$ cat src/mul_pkg.sv
// Shared types for the multiply unit of the 64-bit core
package mul_pkg;

    // Register value as seen by operands and results
    typedef logic [63:0] xlen_t;

    // Destination register index, also the tag that follows a request
    typedef logic [4:0] reg_idx_t;

    // Raw instruction word
    typedef logic [31:0] instr_t;

    // Multiply operations, the first four follow the funct3 encoding of OP
    typedef enum logic [2:0] {
        MUL    = 3'd0,
        MULH   = 3'd1,
        MULHSU = 3'd2,
        MULHU  = 3'd3,
        MULW   = 3'd4
    } mul_op_e;

    // Multiplier states
    // Bit 1 selects the upper half of operand 1 and bit 0 the upper half of
    // operand 2, so the step encodings drive the partial product muxes directly
    typedef enum logic [2:0] {
        LL   = 3'b000,
        LH   = 3'b001,
        HL   = 3'b010,
        HH   = 3'b011,
        IDLE = 3'b100
    } mul_state_e;

    // Major opcodes that can carry a multiply
    localparam logic [6:0] OPC_OP   = 7'b0110011;
    localparam logic [6:0] OPC_OP32 = 7'b0111011;

    // Funct7 value shared by all M-extension instructions
    localparam logic [6:0] F7_MULDIV = 7'b0000001;

endpackage
$ cat src/mul_retire.sv
`timescale 1ns/1ps

module mul_retire import mul_pkg::*; (
    input  logic     clk,
    input  logic     rst,
    input  logic     res_valid,
    input  reg_idx_t res_rd,
    input  xlen_t    res_data,
    output logic     wb_valid,
    output reg_idx_t wb_rd,
    output xlen_t    wb_data,
    input  reg_idx_t rf_raddr,
    output xlen_t    rf_rdata
);

    // Destination register file, entry 0 is never written
    xlen_t rf [32];

    logic rf_we;

    // Writes aimed at x0 are dropped
    assign rf_we = res_valid && (res_rd != '0);

    // Register file update, cleared as a whole on reset
    always_ff @(posedge clk) begin
        if (rst) begin
            for (int i = 0; i < 32; i++) begin
                rf[i] <= '0;
            end
        end else if (rf_we) begin
            rf[res_rd] <= res_data;
        end
    end

    // Writeback strobe, lands on the same edge as the register write
    always_ff @(posedge clk) begin
        if (rst) begin
            wb_valid <= 1'b0;
        end else begin
            wb_valid <= res_valid;
        end
    end

    // Writeback payload
    // A result for x0 still shows up on the strobe but carries zero
    always_ff @(posedge clk) begin
        if (res_valid) begin
            wb_rd   <= res_rd;
            wb_data <= (res_rd == '0) ? '0 : res_data;
        end
    end

    // Combinational read port
    assign rf_rdata = (rf_raddr == '0) ? '0 : rf[rf_raddr];

endmodule

$ cat config.mk
export PLATFORM = sky130hd
export DESIGN_NAME = mul_retire
export DESIGN_NICKNAME = d
export VERILOG_FILES = /design/src/mul_pkg.sv /design/src/mul_retire.sv
export SDC_FILE = /design/constraint.sdc
export NUM_CORES = 2
export LEC_CHECK = 0
export ABC_AREA = 1
export BUFFER_PORTS_ARGS = -buffer_cell sky130_fd_sc_hd__buf_4
export CAP_MARGIN = 10
export CORE_MARGIN = 2
export CORE_UTILIZATION = 30
export DETAILED_ROUTE_END_ITERATION = 8
export SYNTH_ARGS = -nofsm -noshare
export SYNTH_HDL_FRONTEND = slang
export SYNTH_SLANG_ARGS = --single-unit
export TNS_END_PERCENT = 1
$ cat constraint.sdc
create_clock -name clk -period 5.79 [get_ports clk]
set_input_delay 0.2895 -clock clk [delete_from_list [all_inputs] [get_ports clk]]
set_output_delay 0.2895 -clock clk [all_outputs]
set_load 0.02 [all_outputs]
==> results.py <==
metrics = {
    "run_status": {
        "status": "completed",
    },
    "synth": {
        "synthArstFlopShare": 0,
        "synth.area.top_cells": "edfxtp_1 (67%), nand2_1 (11%), nand3_1 (8.5%)",
        "ys_warn_count": 0,
        "synth.most_common_cell": "nand2_1",
        "ys_top_cells_by_count": "nand2_1 (2,750), nor2_1 (2,120), edfxtp_1 (2,117), nand3_1 (1,607), buf_2 (441)",
        "synth-seq-area-share": 0.6723,
        "avgSynthCellArea_um2": 9.815,
        "synthesis.area_um2": 94590,
        "yosys.area.top_type": "edfxtp_1",
        "synth_top_area_frac": 0.6721,
        "synth.distinct_cells": 22,
        "syn_inst": 9637,
        "synth-edff-count": 2117,
        "synth-seq-cells": 2118,
        "synth_ff_type": "edfxtp_1",
    },
    "floorplan": {
        "die-area_um2": 319800,
        "fp.dieW_um": 565.5,
        "ios": 211,
        "start_util": 0.3008,
        "fp-row-count": 206,
        "core_um2": 314500,
        "die_h_um": 565.5,
    },
    "final_layout": {
        "drive_above_1_share": 0.08389,
        "fin_cells": 13900,
        "fillCellCount": 31420,
        "area_growth_pct": 14.89,
        "final_area_um2": 108700,
        "final_nets": 9628,
        "finish.utilization": 0.3456,
    },
    "drt": {
        "drt-pass1-iter-count": 7,
        "vias": 72120,
        "drc_errors": 0,
        "viasPerCell": 5.187,
        "wl_per_cell_um": 24.09,
        "route.antenna.remaining_nets": 0,
        "first_iter_violations": 9752,
        "routed_wl_mm": 334.9,
    },
    "clocking": {
        "clockBufferDepth": 4,
        "cts.sink_count": 2118,
        "clk_pin_slew_ns": 0.06,
        "cts_made_buffers": 232,
        "cts_hold_buf": 71,
        "postCtsSetupBuffers": 0,
        "h-tree-depth": 4,
        "cts_tree": "built",
        "cts_root_buf": "clkbuf_16",
        "cts_resized": 0,
    },
    "worst_setup_path": {
        "cp_num_buf_inv": 4,
        "worstPathRequired_ns": 5.50,
        "worst-setup-path-type": "in2out",
        "end_kind": "output pin",
        "cp_top_family": "buffers and inverters",
        "crit_chain": "buf_8 > inv_8 > buf_4 > nand3_1 > nand3_1 > nand2_1 > nand2_1 > nand2_1 > nor2_1 > nor2_1 > buf_4",
        "cp_max_fo": 78,
        "critPathLaunchType": "primary input",
        "crit_path_top_delay_cell": "nor2_1",
        "crit_top_cell": "nand2_1",
        "slowest_delay_ns": 0.87,
        "cp.arrival_ns": 3.48,
    },
    "pwr": {
        "p_total_w": 0.03586,
        "p_leak_nw": 42.80,
        "ir_drop_mv": 0.2978,
        "power_density_nw_per_um2": 330.0,
    },
    "grt": {
        "grt_pass1_vias": 67880,
        "antenna_found_initial": 10,
        "grt_pass1_wl_mm": 480.8,
        "grt-ovfl-total": 0,
        "track_usage": 0.2036,
        "grt_max_degree": 159,
    },
    "sta": {
        "report.final.slew_viol_count": 0,
        "fmax_ghz": 0.2654,
        "worst_pin_slew_ns": 1.317,
        "finalCritPeriodShare": 0.6508,
        "setup_viol": 0,
        "layout_min_cycle_time_ns": 3.768,
        "maxSlewHeadroom": 0.1219,
        "finalHoldViolCount": 0,
        "setup_tns_ns": 0,
        "rsz0062_at_grt": "false",
    },
    "placed_design": {
        "place_area_um2": 100000,
        "place_congestion": 0.8143,
        "io_buffers": 210,
        "dp.cells": 13380,
        "hpwlAfterDp_mm": 175.1,
    },
    "flow_run": {
        "cap_violations": 0,
    },
    "hold_path": {
        "min_path_cells": 4,
        "min_path_type": "in2reg",
        "whs_endpoint": "wb_data[14]",
        "hp-start": "res_data[14]",
    },
}
## worst max path at each step
stage / startpoint / endpoint / slack [ns] / cells past startpoint
floorplan: rst / rf[12][0] / 2.75 / 7
global placement: res_rd[2] / rf[4][55] / 1.85 / 6
detailed placement: res_valid / rf[29][42] / 1.90 / 6
CTS: rf_raddr[0] / rf_rdata[35] / 2.03 / 12
global route: rf_raddr[0] / rf_rdata[31] / 1.87 / 12
finish: rf_raddr[1] / rf_rdata[17] / 2.02 / 11
## stage by stage
step / setup WS, ns / hold WS [ns]
floorplan: 2.753 / 0.3884
global placement: 1.848 / 0.5602
detailed placement: 1.900 / 0.5593
CTS: 2.031 / 0.09080
global route: 1.869 / 0.1510
finish: 2.022 / 0.1383
## routing by layer
layer	track usage	vias up	wire, um
met5	0	-	18
met4	0.07274	2	12700
met3	0.03969	695	38480
met2	0.3194	4478	150700
met1	0.2796	35180	133000
li1	-	31770	-
## cells in the final DEF, fill, tap and decap left out, types with 4 or more instances in the layout
cell	n
nor3_1	9
nand3_1	1606
inv_2	5
buf_12	26
buf_16	28
nor2_1	2120
clkinv_2	54
inv_1	131
clkbuf_1	37
clkinv_1	56
dlygate4sd3_1	71
inv_6	5
nand2_4	62
a21oi_1	12
edfxtp_1	2117
clkinvlp_4	8
nand2_1	2688
bufinv_16	16
o21ai_0	9
conb_1	64
buf_4	350
clkinv_4	4
clkbuf_16	233
diode_2	5
clkinv_16	7
## layout make-up
class                   count  area, um^2  share of cell area
repair buffers            481        4702             0.04327
flip-flops and latches   2118       63590              0.5852
clock buffers             270        5969             0.05493
inverters                 140       561.8            0.005169
multi-input cells        6578       27280              0.2510
well taps                4160        5205             0.04790
clock inverters           152        1354             0.01246
diodes                      5       12.51           0.0001151
## flip-flops by register name, summed over array words and instances, names as in the netlist
signal and flops:
rf 2048, wb_rd 5, wb_data 64, wb_valid 1
## kinds of logic after synthesis
logic type / Yosys count / synth area share
flops: 2118 / 0.6723
compound gates: 22 / 0.001164
simple gates: 6492 / 0.2796
other cells: 1 / 0.00003965
buf+inv: 1004 / 0.04693
## report_power, final
part / internal [W] / switching (W) / leakage [nW]
clock: 0.00809 / 0.00645 / 3.58
combinational: 0.000859 / 0.00251 / 19.0
sequential: 0.0177 / 0.000233 / 20.2
total: 0.0267 / 0.00919 / 42.8
No activity file was read; power rests on OpenSTA's default activity.
