<file path="src/mul_pkg.sv">
// Shared types for the multiply unit of the 64-bit core
package mul_pkg;

    // Register value as seen by operands and results
    typedef logic [63:0] xlen_t;

    // Destination register index, also the tag that follows a request
    typedef logic [4:0] reg_idx_t;

    // Raw instruction word
    typedef logic [31:0] instr_t;

    // Multiply operations, the first four follow the funct3 encoding of OP
    typedef enum logic [2:0] {
        MUL    = 3'd0,
        MULH   = 3'd1,
        MULHSU = 3'd2,
        MULHU  = 3'd3,
        MULW   = 3'd4
    } mul_op_e;

    // Multiplier states
    // Bit 1 selects the upper half of operand 1 and bit 0 the upper half of
    // operand 2, so the step encodings drive the partial product muxes directly
    typedef enum logic [2:0] {
        LL   = 3'b000,
        LH   = 3'b001,
        HL   = 3'b010,
        HH   = 3'b011,
        IDLE = 3'b100
    } mul_state_e;

    // Major opcodes that can carry a multiply
    localparam logic [6:0] OPC_OP   = 7'b0110011;
    localparam logic [6:0] OPC_OP32 = 7'b0111011;

    // Funct7 value shared by all M-extension instructions
    localparam logic [6:0] F7_MULDIV = 7'b0000001;

endpackage
</file>
<file path="src/mul_req_fifo.sv">
`timescale 1ns/1ps

module mul_req_fifo import mul_pkg::*; #(
    parameter int unsigned DEPTH = 4
) (
    input  logic     clk,
    input  logic     rst,
    input  logic     push_valid,
    output logic     push_ready,
    input  mul_op_e  push_op,
    input  reg_idx_t push_rd,
    input  xlen_t    push_a,
    input  xlen_t    push_b,
    output logic     pop_valid,
    input  logic     pop_ready,
    output mul_op_e  pop_op,
    output reg_idx_t pop_rd,
    output xlen_t    pop_a,
    output xlen_t    pop_b
);

    // DEPTH is a power of two so the pointers wrap on their own
    localparam int unsigned AW = $clog2(DEPTH);
    localparam logic [AW:0] FULL = (AW + 1)'(DEPTH);

    mul_op_e  op_mem [DEPTH];
    reg_idx_t rd_mem [DEPTH];
    xlen_t    a_mem  [DEPTH];
    xlen_t    b_mem  [DEPTH];

    logic [AW-1:0] wr_ptr;
    logic [AW-1:0] rd_ptr;
    logic [AW:0]   count;
    logic          push_fire;
    logic          pop_fire;

    assign push_ready = (count != FULL);
    assign pop_valid  = (count != '0);
    assign push_fire  = push_valid && push_ready;
    assign pop_fire   = pop_valid && pop_ready;

    // Head of the queue goes straight to the multiplier
    assign pop_op = op_mem[rd_ptr];
    assign pop_rd = rd_mem[rd_ptr];
    assign pop_a  = a_mem[rd_ptr];
    assign pop_b  = b_mem[rd_ptr];

    // Pointers and occupancy, a push and a pop may happen in the same cycle
    always_ff @(posedge clk) begin
        if (rst) begin
            wr_ptr <= '0;
            rd_ptr <= '0;
            count  <= '0;
        end else begin
            if (push_fire) begin
                wr_ptr <= wr_ptr + 1'b1;
            end
            if (pop_fire) begin
                rd_ptr <= rd_ptr + 1'b1;
            end
            if (push_fire && !pop_fire) begin
                count <= count + 1'b1;
            end else if (pop_fire && !push_fire) begin
                count <= count - 1'b1;
            end
        end
    end

    // Storage
    always_ff @(posedge clk) begin
        if (push_fire) begin
            op_mem[wr_ptr] <= push_op;
            rd_mem[wr_ptr] <= push_rd;
            a_mem[wr_ptr]  <= push_a;
            b_mem[wr_ptr]  <= push_b;
        end
    end

    // Occupancy never passes the depth, which a push into a full queue would cause
    a_no_push_full: assert property (@(posedge clk) disable iff (rst)
        count <= FULL);

    // The pointer distance follows the occupancy, so the read side never runs
    // ahead of what was written
    a_no_pop_empty: assert property (@(posedge clk) disable iff (rst)
        AW'(wr_ptr - rd_ptr) == count[AW-1:0]);

endmodule

</file>
<file path="config.mk">
export PLATFORM = sky130hd
export DESIGN_NAME = mul_req_fifo
export DESIGN_NICKNAME = d
export VERILOG_FILES = /design/src/mul_pkg.sv /design/src/mul_req_fifo.sv
export SDC_FILE = /design/constraint.sdc
export NUM_CORES = 1
export LEC_CHECK = 0
export BUFFER_PORTS_ARGS = -buffer_cell sky130_fd_sc_hd__clkbuf_2
export CAP_MARGIN = 10
export CORE_ASPECT_RATIO = 0.6
export CORE_MARGIN = 2
export CORE_UTILIZATION = 55
export CTS_CLUSTER_SIZE = 20
export DETAILED_ROUTE_END_ITERATION = 10
export PLACE_DENSITY = 0.77
export SLEW_MARGIN = 20
export SYNTH_ARGS = -nofsm -noshare
export SYNTH_HDL_FRONTEND = slang
export SYNTH_SLANG_ARGS = --single-unit
</file>
<file path="constraint.sdc">
create_clock -name clk -period 6.2 [get_ports clk]
set_input_delay 0.62 -clock clk [delete_from_list [all_inputs] [get_ports clk]]
set_output_delay 0.62 -clock clk [all_outputs]
set_load 0.005 [all_outputs]
</file>
==> metrics.log <==
[metrics] outcome: finished clean
[metrics] Crit. End Element: output port
[metrics] Slew Limit Fails: 0
[metrics] number of max-cap violations: 0
[metrics] startpoint of the lowest-slack hold path: push_a[60]
[metrics] Achievable Freq: 280 MHz
[metrics] first-pass iteration count of the detailed router: 7
[metrics] Total Neg Setup Slack: 0 ns
[metrics] placeable core region: 36100 um2
[metrics] proportion of register bits with asynchronous set or reset after synthesis: 0
[metrics] CTS tree: done
[metrics] half-perimeter wire length after placement: around 23000 um
[metrics] average via count per standard cell: around 5.7
[metrics] most used flip-flop cell after synthesis: edfxtp_1
[metrics] wire length on met1: approximately 15000 um
[metrics] share of the core filled with cells: 0.648
[metrics] overall die width: between 200 and 300 um
[metrics] number of global-route vias before repair: 9221
[metrics] Critical Path AT: about 3.0 ns
[metrics] final routed wire length divided by cell count: around 24 um
[metrics] number of vias in the routed layout: between 8000 and 9000
[metrics] post-synthesis instance total: ~760
[metrics] capture instance of the worst register-to-register path: a_mem[0][56]
[metrics] largest net degree at the start of global routing: 90
[metrics] total length of routed met3 wires: around 3300 um
[metrics] clock-pin slew on the worst setup and hold paths: ~0.06 ns
[metrics] met2 wire length: around 19000 um
[metrics] post-detailed-routing wire length: approximately 38000 um
[metrics] Max clock buf depth: 3
[metrics] number of antenna violations at the first check in global routing: 10
[metrics] global router's overall resource usage: 0.201
[metrics] number of cells on the worst hold path: 1
[metrics] Synth Warn #: 0
[metrics] setup skew after layout: around 0.016 ns
[metrics] global-route wire length before repair: roughly 57000 um
[metrics] worst-path maximum fanout: between 60 and 70
[metrics] number of enable flip-flop cells after synthesis: around 540
[metrics] Reg-to-Reg Start: count[0]
[metrics] final hold viol count: 0
[metrics] type of the setup path with the least slack: register to output port
[metrics] final critical-path setup slack: 2.63 ns
[metrics] setup repair after global routing missed its margin: no
[metrics] initial core utilization: 0.555
[metrics] worst path required time: around 5.6 ns
[metrics] type of origin of the critical path: register
[metrics] leakage power: 7.84 nW
[metrics] setup fix buffers added after clock tree synthesis: 0
[metrics] Hold WS: 0.281 ns
[metrics] number of hold-repair buffers added at the cts stage: 0
[metrics] DRC violations left: 0
[metrics] fraction of layout instances using a drive strength above 1: 0.450
[metrics] layout-stage area growth over the synthesis result: 16.8%
[metrics] CTS H-tree lvls: 2
[metrics] Inserted Clock Buffers: 48
[metrics] Worst-Skew Late Latency: around 0.56 ns
[metrics] Iter 0 DRT Violations: 647
[metrics] mean post-synth cell area: 26.5 um2
[metrics] vertical die dimension: between 150 and 200 um
[metrics] io pins: roughly 280
[metrics] worst slew pin tran: 1.03 ns
[metrics] gr ovfl total: 0
[metrics] number of flip-flops and latches in the synthesized netlist: ~550
[metrics] count of cell types in the netlist: 23
[metrics] sequential-to-total area share from yosys stat: 0.824
[metrics] Routability Congestion: 0.753
[metrics] uppermost layer routed: met5
[metrics] final worst path period share: 0.576
[metrics] fill count: between 2000 and 2500
[metrics] power per unit of standard cell area: 404 nW/um2
[metrics] Max-slew headroom: 0.313
[metrics] final instance area: 23400 um2
[metrics] Layout Nets: between 1000 and 1500
[metrics] post_cts resized: 0
[metrics] worst min path class: input port to register
[metrics] Post-Syn Nets: 904
[metrics] antenna-violating nets left: 0
[metrics] Placed Instance Area: approximately 22000 um2
[metrics] DP Worst Slack: about 3.1 ns
[metrics] reg-to-reg setup timing slack: about 3.5 ns
[metrics] clock root buffer: clkbuf_16
[metrics] total standard cell area after synthesis: ~20000 um2
[metrics] Setup-failing EPs final: 0
[metrics] post-route minimum period: between 3 and 4 ns
[metrics] port bufs: 277
[metrics] Cell Rows: 54
[metrics] die area: about 38000 um2
[metrics] r2r worst-path depth: 4
[metrics] Num Clock Sinks: around 550
[metrics] maximum VDD drop: 0.000242 V
[metrics] end of the worst hold path: a_mem[2][60]
[per-layer routing]
layer | vias up | track usage
met1 | 4663 | 0.279
li1 | 3890 | -
met3 | 62 | 0.0636
met2 | 320 | 0.325
met4 | 12 | 0.0342
met5 | - | 0
[area by class of cell]
cell class,count,area (um2),area share
timing repair buffer,286,1500,0.0642
inverter,3,11.3,0.000481
antenna,1,2.50,0.000107
tap,476,596,0.0254
multi-input combinational,171,3340,0.143
clock inverter,27,161,0.00689
clock buffer,58,1280,0.0547
sequential,553,16500,0.705
[cells in the final DEF, fill, tap and decap left out, types with 3 or more instances in the layout]
cell type	count
mux4_2	136
nor2_1	8
edfxtp_1	544
clkinv_2	10
buf_4	5
clkbuf_2	277
xor2_1	4
clkbuf_16	50
ha_1	5
clkinv_1	13
inv_1	3
clkbuf_1	8
dfxtp_1	7
and2_4	4
buf_12	4
[sequential cells by signal, summed over array words and instances (netlist names), named ones only]
name	count
a_mem	256
b_mem	256
count	3
op_mem	12
rd_mem	20
rd_ptr	2
wr_ptr	2
[worst max-delay path, stage by stage, from the launching register on]
cell and delay [ns]:
dfxtp_4 1.01, buf_4 0.71, mux4_2 0.46, clkbuf_2 0.14
[per-stage QoR]
step	total power (W)	std cells
floorplan	0.00603	758
finish	0.00946	1575
global route	0.00987	1574
global placement	0.00680	1489
detailed placement	0.00684	1489
CTS	0.00960	1574
[how the worst max path moves through the flow]
stage / startpoint / to / slack [ns] / cells after the start
CTS: register / pop_b[55] / 2.55 / 3
detailed placement: register / pop_b[55] / 3.14 / 3
finish: register / pop_b[55] / 2.63 / 3
floorplan: push_valid / a_mem[0][0] / 1.64 / 2
global route: register / pop_b[55] / 2.48 / 3
global placement: register / pop_b[56] / 3.19 / 3
[synthesized netlist by cell type (2+ instances only)]
master	number	share of area
and2_1	4	0.0012
buf_2	15	0.0037
buf_4	3	0.0011
buf_6	6	0.0034
clkbuf_1	7	0.0013
dfxtp_1	9	0.0090
edfxtp_1	544	0.81
ha_1	5	0.0031
inv_1	3	0.00056
mux2i_1	2	0.0010
mux4_2	136	0.15
nand2b_1	2	0.00062
nor2_1	8	0.0015
or3_1	2	0.00062
xor2_1	4	0.0017
[power breakdown]
| group | switching, W | total [W] | leakage (nW) | internal [W] |
|---|---|---|---|---|
| registers | 0.000156 | 0.00470 | 5.06 | 0.00454 |
| logic | 0.000990 | 0.00201 | 2.06 | 0.00102 |
| clock network | 0.00124 | 0.00275 | 0.710 | 0.00151 |
| total | 0.00239 | 0.00946 | 7.84 | 0.00707 |
[kinds of logic (layout without fill, tap and decap cells)]
family	count (synthesis)	in the layout	share of synthesized area
AOI/OAI and AO/OA	5	5	0.00187
xor gates and xnor gates	4	4	0.00175
adders and majority gates	6	6	0.00412
buffers and inverters	34	374	0.0101
DFF	553	553	0.824
muxes	139	139	0.154
other	0	1	0
and+or+nand+nor	17	17	0.00418
(Power assumes the default switching activity.)
