`src/mul_pkg.sv`:
```
// Shared types for the multiply unit of the 64-bit core
package mul_pkg;

    // Register value as seen by operands and results
    typedef logic [63:0] xlen_t;

    // Destination register index, also the tag that follows a request
    typedef logic [4:0] reg_idx_t;

    // Raw instruction word
    typedef logic [31:0] instr_t;

    // Multiply operations, the first four follow the funct3 encoding of OP
    typedef enum logic [2:0] {
        MUL    = 3'd0,
        MULH   = 3'd1,
        MULHSU = 3'd2,
        MULHU  = 3'd3,
        MULW   = 3'd4
    } mul_op_e;

    // Multiplier states
    // Bit 1 selects the upper half of operand 1 and bit 0 the upper half of
    // operand 2, so the step encodings drive the partial product muxes directly
    typedef enum logic [2:0] {
        LL   = 3'b000,
        LH   = 3'b001,
        HL   = 3'b010,
        HH   = 3'b011,
        IDLE = 3'b100
    } mul_state_e;

    // Major opcodes that can carry a multiply
    localparam logic [6:0] OPC_OP   = 7'b0110011;
    localparam logic [6:0] OPC_OP32 = 7'b0111011;

    // Funct7 value shared by all M-extension instructions
    localparam logic [6:0] F7_MULDIV = 7'b0000001;

endpackage
```
`src/mul_unit.sv`:
```
`timescale 1ns/1ps

module mul_unit import mul_pkg::*; (
    input  logic     clk,
    input  logic     rst,
    input  logic     req_valid,
    output logic     req_ready,
    input  mul_op_e  req_op,
    input  reg_idx_t req_rd,
    input  xlen_t    operand1,
    input  xlen_t    operand2,
    output logic     res_valid,
    output reg_idx_t res_rd,
    output xlen_t    res_data
);

    mul_state_e state;

    // Operands widened to 65 bits so that signed and unsigned forms share one
    // datapath
    logic [64:0] mul_a;
    logic [64:0] mul_b;

    // Per-request flags taken at accept
    logic mul_word;
    logic mul_high;
    logic mul_fast;

    logic               req_fire;
    logic               sext_a;
    logic               sext_b;
    logic [32:0]        mac_a;
    logic [32:0]        mac_b;
    logic signed [65:0] acc;
    logic signed [65:0] prod;
    logic [65:0]        acc_shift;

    // Only an idle multiplier takes a new request
    assign req_ready = (state == IDLE);
    assign req_fire  = req_valid && req_ready;

    // MULH treats both operands as signed, MULHSU only the first one
    assign sext_a = (req_op == MULH) || (req_op == MULHSU);
    assign sext_b = (req_op == MULH);

    // The state bits pick which 33-bit slice of each operand enters the step
    // Lower slices get a zero on top so they stay positive in the signed multiply
    assign mac_a = state[1] ? mul_a[64:32] : {1'b0, mul_a[31:0]};
    assign mac_b = state[0] ? mul_b[64:32] : {1'b0, mul_b[31:0]};

    // One 33x33 signed multiply-accumulate per step
    assign prod = acc + $signed(mac_a) * $signed(mac_b);

    // Moves the accumulator on to the next 32-bit column, keeping the sign
    assign acc_shift = {{32{prod[65]}}, prod[65:32]};

    // Step sequence and the result strobe
    always_ff @(posedge clk) begin
        if (rst) begin
            state     <= IDLE;
            res_valid <= 1'b0;
        end else begin
            res_valid <= 1'b0;
            case (state)
                IDLE: begin
                    if (req_fire) begin
                        state <= LL;
                    end
                end
                LL: begin
                    // A word multiply or a small MUL is done after one step
                    if (mul_word || mul_fast) begin
                        res_valid <= 1'b1;
                        state     <= IDLE;
                    end else begin
                        state <= HL;
                    end
                end
                HL: begin
                    state <= LH;
                end
                LH: begin
                    // The low product is complete once both cross terms are in
                    if (mul_high) begin
                        state <= HH;
                    end else begin
                        res_valid <= 1'b1;
                        state     <= IDLE;
                    end
                end
                HH: begin
                    res_valid <= 1'b1;
                    state     <= IDLE;
                end
                default: begin
                    state <= IDLE;
                end
            endcase
        end
    end

    // Operands, accumulator and result assembly
    always_ff @(posedge clk) begin
        case (state)
            IDLE: begin
                if (req_fire) begin
                    mul_a    <= {sext_a && operand1[63], operand1};
                    mul_b    <= {sext_b && operand2[63], operand2};
                    res_rd   <= req_rd;
                    mul_word <= (req_op == MULW);
                    mul_high <= (req_op == MULH) || (req_op == MULHSU) ||
                                (req_op == MULHU);
                    // Refreshed on every accept so an old request cannot leak in
                    mul_fast <= (req_op == MUL) && (operand1[63:32] == 32'd0) &&
                                (operand2[63:32] == 32'd0);
                    acc      <= '0;
                end
            end
            LL: begin
                res_data[31:0] <= prod[31:0];
                if (mul_word) begin
                    res_data[63:32] <= {32{prod[31]}};
                end else if (mul_fast) begin
                    // Both upper halves are zero, so the low product is the full one
                    res_data[63:32] <= prod[63:32];
                end
                acc <= acc_shift;
            end
            HL: begin
                // Same column as LH, so no shift here
                acc <= prod;
            end
            LH: begin
                res_data[63:32] <= prod[31:0];
                acc             <= acc_shift;
            end
            HH: begin
                // Bits 127:64 of the full product
                res_data <= prod[63:0];
            end
            default: begin
            end
        endcase
    end

    // The retire stage counts each strobe as one result
    a_res_pulse: assert property (@(posedge clk) disable iff (rst)
        res_valid |=> !res_valid);

endmodule

```
`config.mk`:
```
export PLATFORM = sky130hd
export DESIGN_NAME = mul_unit
export DESIGN_NICKNAME = d
export VERILOG_FILES = /design/src/mul_pkg.sv /design/src/mul_unit.sv
export SDC_FILE = /design/constraint.sdc
export NUM_CORES = 2
export LEC_CHECK = 0
export ABC_AREA = 1
export BUFFER_PORTS_ARGS = -buffer_cell sky130_fd_sc_hd__buf_2
export CAP_MARGIN = 20
export CORE_ASPECT_RATIO = 0.5
export CORE_MARGIN = 1.5
export CORE_UTILIZATION = 54
export CTS_CLUSTER_SIZE = 30
export DETAILED_ROUTE_END_ITERATION = 8
export HOLD_SLACK_MARGIN = 0.15
export PLACE_DENSITY = 0.71
export SLEW_MARGIN = 10
export SYNTH_ARGS = -nofsm -noshare
export SYNTH_HDL_FRONTEND = slang
export SYNTH_SLANG_ARGS = --single-unit
```
`constraint.sdc`:
```
create_clock -name clk -period 9.3 [get_ports clk]
set_input_delay 0.465 -clock clk [delete_from_list [all_inputs] [get_ports clk]]
set_output_delay 0.465 -clock clk [all_outputs]
set_load 0.005 [all_outputs]
```
==> impl_results.md <==
- H-tree depth: 1
- Layout Area Growth over Synthesis: 13.0%
- Initial antenna violation count: 9
- Die H: 227 µm
- Hold Path Class: in -> reg
- Startpoint class of the critical path: flip-flop
- Total Routing Usage GR: 0.432
- Fmax: 110 MHz
- Headroom to the max-slew limit: 0.260
- Cells after synthesis: 6214
- Maxcap violations: 0
- Final hold vios: 0
- Root buffer cell: clkbuf_16
- Crit path max fanout: 34
- FF+latch count, synth: 272
- Clk buf depth: 3
- Seq/Total Area, Yosys: 0.150
- DR pass1 iterations: 8
- Final setup viols: 0
- Post-synth top area share: 0.463
- Netlist cell types: 40
- Dominant cell by count in the synthesized netlist: inv_1
- Num CTS Buffers: 29
- Syn. warnings: 0
- Worst Hold Endpoint: mul_high$_DFFE_PP_
- Std-Cell Rows: 81
- CP arrival: 9.46 ns
- Period minus WS final: 9.09 ns
- Detail Route Antenna Nets: 0
- Dpl hpwl: 179000 µm
- RSZ-0062 raised after global routing: false
- Synthesized Nets: 7835
- FF/Latch Area: 0.00813 mm²
- CP max stage delay: 0.63 ns
- Worst clock skew: 0.0328 ns
- Die area: 0.102 mm²
- Via count: 45206
- CTS tree: built
- Worst-skew pair later-pin latency: 0.64 ns
- CP required: 9.67 ns
- Syn Std Cell Area: 0.0541 mm²
- Final worst setup slack: 0.208 ns
- CP max stage cell: fa_1
- Final wirelength: 214000 µm
- Die Width: 450 µm
- CP endpoint kind: flip-flop
- Starting Density: 0.549
- Worst path bufs/invs: 8
- Drt wl/cell: 26.5 µm
- Hold Path Depth: 2
- Avg Cell Area, Syn: 8.70 µm²
- Critical path class: reg -> reg
- Synth Flop Type: edfxtp_1
- Clk sink count: 272
- Vias in the first global route: 46086
- PortBufs: 209
- Num ports: 210
- Layout cells sized above 1: 0.110
- DRC Markers: 0
- DR iter-0 viols: 5728
- Flop-to-flop setup slack: 0.21 ns
- EDFF count, synth: 268
- Max Slew Vio Count: 0
- R2r worst-path depth: 31
- TNS Setup: 0 ns
- Ys async rst share: 0
- Reg-to-reg endpoint: acc[40]$_DFFE_PP_
- Number of vias per cell: 5.60
- CTS clk-pin slew, worst paths: 0.06 ns
- Post-placement setup slack: 0.261 ns
- Synth cell count leaders: inv_1 (1674), nand2_1 (1313), fa_1 (1249), nor2_1 (697), edfxtp_1 (268)
- Final Cycle Share: 0.978
- Synth top area cells: fa_1 (46%), edfxtp_1 (15%), inv_1 (12%)
- Run status: finished, final reports clean
- Footprint of the multi-input gates: 0.0389 mm²
- Top cell by count, worst path: fa_1
- Fillers: 8507
- Final Wtd Congestion: 1.09
- HP Start: req_op[2]
- Worst-margin pin slew: 1.11 ns
- Largest net degree at the start of global routing: 78
- Top cell type by total area after synthesis: fa_1
- Total gr overflow: 0
- Core footprint: 0.0984 mm²
- Crit path max-delay family: adder cells
- First-pass GRT wire length: 313000 µm
- Net count, final: 8329
- Reg2Reg Launch Point: state[1]$_SDFFE_PP0P_
==> per-stage QoR <==
stage / std cells / hold slack [ns] / area, µm² / utilization
after floorplan: 6214 / 0.510 / 54100 / -
after global placement: 7866 / 0.617 / 58600 / 0.595
after detailed placement: 7867 / 0.610 / 58600 / 0.596
after CTS: 8051 / 0.173 / 60900 / 0.619
after global routing: 8060 / 0.192 / 61100 / 0.621
final: 8066 / 0.187 / 61100 / 0.621
==> per-layer routing <==
metal | global-route usage | part of all wire
met5 | 0.0246 | 0.00043
met4 | 0.120 | 0.034
met3 | 0.236 | 0.19
met2 | 0.553 | 0.37
met1 | 0.618 | 0.41
==> state kept, by name, indices dropped and copies added (netlist names), 3 cells and up <==
signal	cells
mul_b	65
acc	66
res_data	64
res_rd	5
mul_a	65
state	3
==> cell families (layout without fill, tap and decap cells) <==
kind of cell | Yosys count | in the layout | share of synthesized area
compound gates | 149 | 149 | 0.0157
xor+xnor | 34 | 34 | 0.00551
fa+ha+maj | 1482 | 1482 | 0.517
buf+inv | 1901 | 2415 | 0.134
flops | 272 | 272 | 0.150
mux | 1 | 1 | 0.000185
other cells | 0 | 10 | 0
simple gates | 2375 | 2375 | 0.178
==> worst register-to-register path: cells and delay by family, from the launching register on <==
| family | cells | cell delay (ns) |
|---|---|---|
| flops | 1 | 0.39 |
| fa+ha+maj | 9 | 4.66 |
| simple gates | 13 | 2.20 |
| compound gates | 1 | 0.31 |
| buf+inv | 8 | 1.30 |
==> worst max path at each step <==
stage / slack, ns / to / from / cells after the start
after floorplan: 1.06 / acc[34]$_DFFE_PP_ / state[0]$_SDFFE_PP0P_ / 30
after global placement: 0.30 / res_data[54]$_DFFE_PP_ / state[1]$_SDFFE_PP0P_ / 33
after detailed placement: 0.26 / res_data[52]$_DFFE_PP_ / state[1]$_SDFFE_PP0P_ / 34
after CTS: 0.26 / res_data[52]$_DFFE_PP_ / state[1]$_SDFFE_PP0P_ / 34
after global routing: 0.01 / acc[37]$_DFFE_PP_ / state[1]$_SDFFE_PP0P_ / 31
final: 0.21 / acc[40]$_DFFE_PP_ / state[1]$_SDFFE_PP0P_ / 31
==> placed cells by master (no fill, tap or decap), types with 3 or more instances in the layout <==
cell | synthesis | final
nand3b_1 | 4 | 4
xnor2_1 | 14 | 14
nand4_1 | 28 | 28
o21ai_1 | 13 | 7
edfxtp_1 | 268 | 268
clkinv_1 | 14 | 13
clkinvlp_4 | 0 | 9
diode_2 | 0 | 10
nand3_1 | 198 | 198
and2_1 | 4 | 4
nor2_2 | 2 | 4
clkbuf_1 | 140 | 7
inv_1 | 1674 | 1668
or2_2 | 66 | 66
buf_6 | 6 | 5
a21oi_1 | 52 | 52
fa_1 | 1249 | 1248
buf_4 | 2 | 304
nor4_1 | 20 | 20
dlygate4sd3_1 | 0 | 133
bufinv_16 | 0 | 6
ha_1 | 233 | 232
nand2_1 | 1313 | 1313
nor2_4 | 0 | 3
clkbuf_16 | 0 | 29
buf_12 | 0 | 15
o21bai_1 | 13 | 13
o21ai_0 | 51 | 29
o21ai_4 | 0 | 3
nand2_2 | 11 | 11
xor2_1 | 20 | 18
inv_2 | 10 | 11
buf_2 | 50 | 209
nor3_1 | 23 | 22
nor2_1 | 697 | 692
o21ai_2 | 17 | 42
==> final cells by class <==
cell class | instances | share of cell area
Multi-Input combinational cell | 4041 | 0.636
Sequential cell | 272 | 0.133
Inverter | 1698 | 0.105
Timing Repair Buffer | 666 | 0.0821
Tap cell | 1328 | 0.0272
Clock buffer | 36 | 0.0123
Clock inverter | 15 | 0.00408
Antenna cell | 10 | 0.000410
==> timing repair <==
| action | 4_1_cts | 5_1_grt |
|---|---|---|
| setup buffers | 0 | 5 |
| hold buffers | 133 | 0 |
| resized for setup | 0 | 26 |
| hold endpoints to repair | 133 | 0 |
| endpoints found under the setup margin | 0 | 79 |
Power is left out: the tool's default activity adds up to more than one toggle a clock period on the data nets, which glitch-free logic cannot reach.
